## config.mk

```make
export PLATFORM = sky130hd
export DESIGN_NAME = flash_boot_top
export DESIGN_NICKNAME = d
export VERILOG_FILES = /design/src/flash_pkg.sv /design/src/flash_stream_if.sv /design/src/flash_boot_top.sv /design/src/flash_fast_read.sv /design/src/flash_image_check.sv
export SDC_FILE = /design/constraint.sdc
export NUM_CORES = 1
export LEC_CHECK = 0
export BUFFER_PORTS_ARGS = -buffer_cell sky130_fd_sc_hd__buf_4
export CORE_ASPECT_RATIO = 2
export CORE_UTILIZATION = 31
export DETAILED_ROUTE_END_ITERATION = 12
export PLACE_DENSITY = 0.49
export SLEW_MARGIN = 40
export SYNTH_ARGS = -nofsm -noshare
export SYNTH_HDL_FRONTEND = slang
export SYNTH_SLANG_ARGS = --single-unit
```

## constraint.sdc

```tcl
create_clock -name clk -period 6 [get_ports clk]
set_input_delay 0 -clock clk [delete_from_list [all_inputs] [get_ports clk]]
set_output_delay 0 -clock clk [all_outputs]
set_load 0.03 [all_outputs]
```

## src/flash_pkg.sv

```systemverilog
package flash_pkg;

    //////////////////////////////
    // Widths with a meaning
    //////////////////////////////

    // Flash byte address, 16 MB device
    typedef logic [23:0] flash_addr_t;

    // One data byte from the flash
    typedef logic [7:0] flash_byte_t;

    // Number of bytes in one read
    typedef logic [15:0] byte_count_t;

    // CRC-16 value
    typedef logic [15:0] crc16_t;

    // Read engine sequencing
    typedef enum logic [2:0] {
        IDLE,
        CMD,
        DUMMY,
        DATA,
        DONE
    } read_state_t;

    //////////////////////////////
    // SPI timing and command
    //////////////////////////////

    // System clocks per SCK period
    localparam int SCK_DIV = 8;

    // Fast read opcode, then 24 address bits
    localparam flash_byte_t FAST_READ_OP = 8'h0B;
    localparam int CMD_BITS = 32;
    localparam int DUMMY_CLKS = 8;

    // CRC-16/CCITT-FALSE
    localparam crc16_t CRC_POLY = 16'h1021;
    localparam crc16_t CRC_INIT = 16'hFFFF;

endpackage

```

## src/flash_stream_if.sv

```systemverilog
`timescale 1ns/1ps

// Byte stream from the read engine to its consumers
// No ready, every byte is taken in the cycle it is offered
interface flash_stream_if;

    // One-cycle strobe per byte
    logic                   valid;

    // Address the byte was read from
    flash_pkg::flash_addr_t addr;

    // The byte itself
    flash_pkg::flash_byte_t data;

    // Final byte of the read, only with valid
    logic                   last;

    modport src (output valid, output addr, output data, output last);

    modport dst (input valid, input addr, input data, input last);

endinterface

```

## src/flash_boot_top.sv

```systemverilog
`timescale 1ns/1ps

module flash_boot_top (
    input  logic                   clk,
    input  logic                   rst_n,
    input  logic                   start,
    input  flash_pkg::flash_addr_t start_addr,
    input  flash_pkg::byte_count_t byte_count,
    input  logic                   fls_sdi,
    output logic                   fls_sck,
    output logic                   fls_ncs,
    output logic                   fls_sdo,
    output logic                   busy,
    output logic                   byte_valid,
    output flash_pkg::flash_addr_t byte_addr,
    output flash_pkg::flash_byte_t byte_data,
    output logic                   done,
    output flash_pkg::crc16_t      crc
);

    // Engine to checker
    flash_stream_if stream ();

    // SPI fast read engine
    flash_fast_read u_read (
        .clk        (clk),
        .rst_n      (rst_n),
        .start      (start),
        .start_addr (start_addr),
        .byte_count (byte_count),
        .fls_sck    (fls_sck),
        .fls_ncs    (fls_ncs),
        .fls_sdo    (fls_sdo),
        .fls_sdi    (fls_sdi),
        .busy       (busy),
        .stream     (stream.src)
    );

    // CRC over the image
    flash_image_check u_check (
        .clk    (clk),
        .rst_n  (rst_n),
        .start  (start),
        .stream (stream.dst),
        .done   (done),
        .crc    (crc)
    );

    // Stream out to the boot logic
    assign byte_valid = stream.valid;
    assign byte_addr  = stream.addr;
    assign byte_data  = stream.data;

endmodule

```

## src/flash_fast_read.sv

```systemverilog
`timescale 1ns/1ps

module flash_fast_read (
    input  logic                   clk,
    input  logic                   rst_n,
    input  logic                   start,
    input  flash_pkg::flash_addr_t start_addr,
    input  flash_pkg::byte_count_t byte_count,
    output logic                   fls_sck,
    output logic                   fls_ncs,
    output logic                   fls_sdo,
    input  logic                   fls_sdi,
    output logic                   busy,
    flash_stream_if.src            stream
);

    flash_pkg::read_state_t         state;
    logic [2:0]                     phase;
    logic [4:0]                     bit_cnt;
    logic [flash_pkg::CMD_BITS-1:0] tx_sr;
    flash_pkg::flash_byte_t         rx_sr;
    flash_pkg::byte_count_t         remaining;
    flash_pkg::flash_addr_t         addr_reg;
    logic                           running;
    logic                           period_end;
    logic                           sample_pt;
    logic                           byte_end;

    // SCK toggles only in these states
    assign running = (state == flash_pkg::CMD) || (state == flash_pkg::DUMMY) ||
                     (state == flash_pkg::DATA);

    // Last phase of an SCK period
    assign period_end = (phase == 3'(flash_pkg::SCK_DIV - 1));

    // First phase with SCK high, rising edge just seen by the flash
    assign sample_pt = (state == flash_pkg::DATA) && (phase == 3'(flash_pkg::SCK_DIV / 2));

    // Sample of bit 7, byte is complete
    assign byte_end = sample_pt && (bit_cnt == 5'($bits(flash_pkg::flash_byte_t) - 1));

    //////////////////////////////
    // Sequencer
    //////////////////////////////

    always_ff @(posedge clk or negedge rst_n)
    begin
        if (!rst_n)
        begin
            state     <= flash_pkg::IDLE;
            phase     <= '0;
            bit_cnt   <= '0;
            busy      <= 1'b0;
            fls_ncs   <= 1'b1;
            remaining <= '0;
        end
        else
        begin
            case (state)
                flash_pkg::IDLE:
                begin
                    // Zero length read is dropped here
                    if (start && (byte_count != '0))
                    begin
                        state     <= flash_pkg::CMD;
                        busy      <= 1'b1;
                        fls_ncs   <= 1'b0;
                        phase     <= '0;
                        bit_cnt   <= '0;
                        remaining <= byte_count;
                    end
                end
                flash_pkg::CMD:
                begin
                    phase <= phase + 3'd1;
                    if (period_end)
                    begin
                        // Opcode and address done
                        if (bit_cnt == 5'(flash_pkg::CMD_BITS - 1))
                        begin
                            state   <= flash_pkg::DUMMY;
                            bit_cnt <= '0;
                        end
                        else
                        begin
                            bit_cnt <= bit_cnt + 5'd1;
                        end
                    end
                end
                flash_pkg::DUMMY:
                begin
                    phase <= phase + 3'd1;
                    if (period_end)
                    begin
                        if (bit_cnt == 5'(flash_pkg::DUMMY_CLKS - 1))
                        begin
                            state   <= flash_pkg::DATA;
                            bit_cnt <= '0;
                        end
                        else
                        begin
                            bit_cnt <= bit_cnt + 5'd1;
                        end
                    end
                end
                flash_pkg::DATA:
                begin
                    phase <= phase + 3'd1;
                    if (byte_end)
                        remaining <= remaining - 16'd1;
                    if (period_end)
                    begin
                        if (bit_cnt == 5'($bits(flash_pkg::flash_byte_t) - 1))
                        begin
                            bit_cnt <= '0;
                            // Count already stepped at the sample point
                            if (remaining == '0)
                                state <= flash_pkg::DONE;
                        end
                        else
                        begin
                            bit_cnt <= bit_cnt + 5'd1;
                        end
                    end
                end
                flash_pkg::DONE:
                begin
                    // SCK is already low, deselect the flash for two periods
                    phase   <= phase + 3'd1;
                    fls_ncs <= 1'b1;
                    if (period_end)
                    begin
                        if (bit_cnt == 5'd1)
                        begin
                            state   <= flash_pkg::IDLE;
                            busy    <= 1'b0;
                            bit_cnt <= '0;
                        end
                        else
                        begin
                            bit_cnt <= bit_cnt + 5'd1;
                        end
                    end
                end
                default:
                begin
                    state <= flash_pkg::IDLE;
                end
            endcase
        end
    end

    //////////////////////////////
    // SPI pins
    //////////////////////////////

    // Registered one phase early, so SCK is high in phases 4 to 7
    always_ff @(posedge clk or negedge rst_n)
    begin
        if (!rst_n)
            fls_sck <= 1'b0;
        else
            fls_sck <= running && (phase >= 3'(flash_pkg::SCK_DIV / 2 - 1)) && !period_end;
    end

    // SDO moves in phase 0, well before the rising edge
    always_ff @(posedge clk or negedge rst_n)
    begin
        if (!rst_n)
            fls_sdo <= 1'b0;
        else if (running && (phase == 3'd0))
            fls_sdo <= tx_sr[flash_pkg::CMD_BITS-1];
    end

    // Command shifter, MSB first, empties to zero for the dummy phase
    always_ff @(posedge clk)
    begin
        if ((state == flash_pkg::IDLE) && start)
            tx_sr <= {flash_pkg::FAST_READ_OP, start_addr};
        else if (running && (phase == 3'd0))
            tx_sr <= {tx_sr[flash_pkg::CMD_BITS-2:0], 1'b0};
    end

    // Receive shifter
    always_ff @(posedge clk)
    begin
        if (sample_pt)
            rx_sr <= {rx_sr[6:0], fls_sdi};
    end

    //////////////////////////////
    // Byte stream
    //////////////////////////////

    always_ff @(posedge clk or negedge rst_n)
    begin
        if (!rst_n)
        begin
            stream.valid <= 1'b0;
            stream.last  <= 1'b0;
        end
        else
        begin
            stream.valid <= byte_end;
            stream.last  <= byte_end && (remaining == 16'd1);
        end
    end

    // Address wraps past the top of the device
    always_ff @(posedge clk)
    begin
        if ((state == flash_pkg::IDLE) && start)
        begin
            addr_reg <= start_addr;
        end
        else if (byte_end)
        begin
            stream.addr <= addr_reg;
            stream.data <= {rx_sr[6:0], fls_sdi};
            addr_reg    <= addr_reg + 24'd1;
        end
    end

endmodule

```

## src/flash_image_check.sv

```systemverilog
`timescale 1ns/1ps

module flash_image_check (
    input  logic              clk,
    input  logic              rst_n,
    input  logic              start,
    flash_stream_if.dst       stream,
    output logic              done,
    output flash_pkg::crc16_t crc
);

    // Bytes seen so far in the current image
    flash_pkg::byte_count_t byte_cnt;

    // One byte into the CRC, MSB first
    function automatic flash_pkg::crc16_t crc_step(input flash_pkg::crc16_t c,
                                                   input flash_pkg::flash_byte_t d);
        flash_pkg::crc16_t r;
        int                i;
        r = c ^ {d, 8'h00};
        for (i = 0; i < 8; i++)
        begin
            if (r[15])
                r = {r[14:0], 1'b0} ^ flash_pkg::CRC_POLY;
            else
                r = {r[14:0], 1'b0};
        end
        return r;
    endfunction

    //////////////////////////////
    // Image tracking
    //////////////////////////////

    // Back to zero after the last byte
    always_ff @(posedge clk or negedge rst_n)
    begin
        if (!rst_n)
            byte_cnt <= '0;
        else if (stream.valid)
            byte_cnt <= stream.last ? '0 : byte_cnt + 16'd1;
    end

    // A start in the middle of an image leaves the CRC alone
    always_ff @(posedge clk or negedge rst_n)
    begin
        if (!rst_n)
            crc <= flash_pkg::CRC_INIT;
        else if (stream.valid)
            crc <= crc_step(crc, stream.data);
        else if (start && (byte_cnt == '0))
            crc <= flash_pkg::CRC_INIT;
    end

    // Final CRC is on crc in the same cycle
    always_ff @(posedge clk or negedge rst_n)
    begin
        if (!rst_n)
            done <= 1'b0;
        else
            done <= stream.valid && stream.last;
    end

endmodule

```

==> run summary <==
The count of flip-flops with a built-in enable after synthesis is 87. The maximum level of the CTS H-tree is 4. The number of global-route vias before repair is about 5.6k. The reported max-cap violation count came out at 0. For this design the ratio of total power to cell area is 303 nW/um^2. In this run the tool buffered the top-level ports with 97 buffer cells.

The kind of path behind the tightest hold check is input pin to asynchronous set/reset pin. The via count normalized by instance count is 4.92. In the layout the commonest cells are nand2_1, buf_4, edfxtp_1. The starting density of the core is 0.316.

In this run the remaining antenna-violating nets after routing total 0. The minimum clock period after layout came out at 2.81 ns. The async set-reset flop share out of synthesis came out at 0.410. The share of total power dissipated in the clock network is 0.360.

The final net count came out at 884. The design area came out at 9550 um^2. The worst hold slack is ~0.13 ns. Clock tree synthesis selected as its root buffer the cell clkbuf_16.

For this run, the leading register cell type out of synthesis is edfxtp_1. The worst-case IR drop observed on VDD is 0.148 mV. The total number of vias came out at 5,551. The routed length per instance came out at about 16 um. The static power due to leakage came out at 3.76 nW.

The clock tree skew after final layout is 0.0101 ns. The maximum number of buffers from clock root to sink came out at 2. The highest attainable clock frequency came out at 355 MHz. The floorplan row count came out at 80.

The post-synthesis sequential area ratio came out at 0.590. The final wirelength came out at 18,200 um. The worst slew slack as a fraction of its limit is 0.488. Buffers inserted during clock tree synthesis total 17.

The proportion of total power due to net switching is 0.283. The first-pass GRT wire length came out at approximately 30,000 um. The total of cells resized after clock tree synthesis came out at 0. Entering global routing, the biggest net connects 67 pins. The CTS tree is built. The reported net switching power is roughly 0.00082 W. The required time at the endpoint of the critical path came out at 6.05 ns.

A synthesized cell averages approximately 11 um^2. The final-layout fill cell count came out at 2,376. After detailed routing, the number of remaining DRC violations is 9.

For this block, the initial DRC count from the detailed router was 301. After clock tree synthesis, the setup repair step added 0 buffers. Routability-driven placement finished with a final weighted congestion of 0.783. The transition at the pin with the smallest max-transition slack came out at 0.768 ns. Setup repair after global routing left no endpoint under its margin. During I/O placement, the number of pins put on the boundary was 98.

The element type at the critical path start is a register. The floorplan die height came out at roughly 220 um. The clock slew seen by the registers of the worst setup and hold paths is roughly 0.060 ns. In this run, synthesis produced a sequential element count of 161. The total global routing overflow is 0.

Of the total power, combinational logic draws 0.160. Summing all multi-input logic gate instances after layout gives 2910 um^2. The sink count of the clock tree came out at roughly 160.

The worst setup path is captured at a register. The flow ran to the end, but the final reports show violations. The number of flip-flops under the largest register name came out at 32. The instance area at placement is roughly 8600 um^2. Synthesis produced a netlist whose cell count is roughly 700. The final count of hold timing violations came out at 0. The area growth from synthesis to final layout is 26.7%. Counting every net in the synthesized netlist gives 747. The mapped netlist covers 7540 um^2. The first TritonRoute pass finished after 8 iterations.

The share of the cycle needed by the critical path after routing is 0.469. The die boundary width is 112 um. The kind of critical path is register to register. For the worst-skew pair, the clock arrives at the later sink with an insertion delay of 0.43 ns. The final reports fail on DRC. The region available for standard cell placement spans 23,800 um^2. The final setup TNS came out at 0 ns. The count of placed standard cells including taps is 1,053. Data arrives at the worst endpoint at 2.87 ns.

The footprint of the flip-flops and latches is 4450 um^2. The share of total power dissipated in sequential elements is 0.480. After clock tree synthesis, the flow added hold-fix buffers numbering 43.

The final max-slew violation count is 0. Detailed placement ended at an HPWL of 12,700 um. The total die area came out at 25,000 um^2.

Leaving out fill and tap cells, the most frequent cell in the layout is nand2_1. The filler-free cell count of the finished design is 1,128. For this run, the total global-route usage over all layers was measured as 0.155. The total internal power is 0.00208 W. Yosys printed 0 warnings.

The overall power of the completed layout came out at 0.00290 W. The count of cell types in the netlist came out at between 60 and 70. Along the worst path, the maximum fanout reaches 32.

The fraction of layout instances using a drive strength above 1 is 0.202. The antenna diode count came out at 0. The number of antenna violations at the first check in global routing came out at 0. The number of failing setup endpoints in the final timing report is 0.
## power by group through the flow
stage / clock network (W) / logic (W) / registers, W
after CTS: 0.00108 / 0.000476 / 0.00139
after global placement: 0 / 0.000449 / 0.00141
after detailed placement: 0 / 0.000451 / 0.00141
after global routing: 0.00112 / 0.000534 / 0.00141
after floorplan: 0 / 0.000288 / 0.00141
final: 0.00104 / 0.000464 / 0.00139
## metrics by stage
step            util  setup WS, ns
2_1_floorplan      -          3.69
3_3_place_gp   0.359          2.88
3_5_place_dp   0.359          3.12
4_1_cts        0.401          3.11
5_1_grt        0.401          2.97
6_report       0.401          3.19
## metal layers
metal | wire, um | track usage | up-vias
met5 | 0 | 0 | -
met1 | 7280 | 0.169 | 2664
met3 | 598 | 0.0333 | 20
met2 | 9990 | 0.287 | 109
li1 | - | - | 2758
met4 | 359 | 0.0606 | 0
## synthesized netlist by cell type (4+ instances only)
cell / count / area [um^2]
o21ai_0: 47 / 235
nor4_1: 11 / 68.8
nor3_1: 10 / 50.1
a22o_1: 4 / 35.0
ha_1: 12 / 150
and4_1: 6 / 52.6
xnor2_1: 27 / 236
nand2_1: 115 / 432
dfxtp_1: 8 / 160
and2_1: 6 / 37.5
nor2_1: 45 / 169
dfstp_2: 17 / 447
a21oi_1: 44 / 220
mux2i_1: 10 / 100
o32ai_1: 4 / 35.0
xor2_1: 28 / 245
nand4_1: 9 / 56.3
nand3_1: 29 / 145
buf_2: 7 / 35.0
edfxtp_1: 87 / 2610
clkbuf_1: 17 / 63.8
inv_1: 21 / 78.8
dfrtp_1: 49 / 1230
and3_1: 8 / 50.1
o22ai_1: 9 / 56.3
## worst max-delay path, stage by stage, from the launching register on
cell and delay [ns]:
dfrtp_1 0.59, and3b_2 0.66, and3_1 0.45, and2_2 0.71
## cells by family after synthesis
group,count (synthesis),share of synthesized area
compound gates,134,0.105
fa+ha+maj,12,0.0199
flops,161,0.590
xor+xnor,55,0.0639
mux,13,0.0178
simple gates,268,0.178
buf+inv,48,0.0256
## area by class of cell
class | count | area share
clock buffers | 18 | 0.0449
clock inverters | 14 | 0.0138
inverters | 21 | 0.00825
multi-input cells | 482 | 0.304
flip-flops and latches | 161 | 0.465
well taps | 287 | 0.0376
repair buffers | 145 | 0.126
## path summary, 6_finish.rpt
| path | startpoint | endpoint | slack [ns] | cells after the start |
|---|---|---|---|---|
| max | u_read.state[2] | u_read.stream.addr[14] | 3.19 | 3 |
| min | rst_n | u_read.phase[1] | 0.13 | 2 |
| max reg2reg | u_read.state[2] | u_read.stream.addr[14] | 3.19 | 3 |
| min reg2reg | u_read.rx_sr[6] | u_read.stream.data[7] | 0.42 | 0 |
| max in group asynchronous | rst_n | u_check.byte_cnt[15] | 5.39 | 2 |
| min in group clk | fls_sdi | u_read.stream.data[0] | 0.33 | 2 |
No activity file was read; power rests on OpenSTA's default activity.
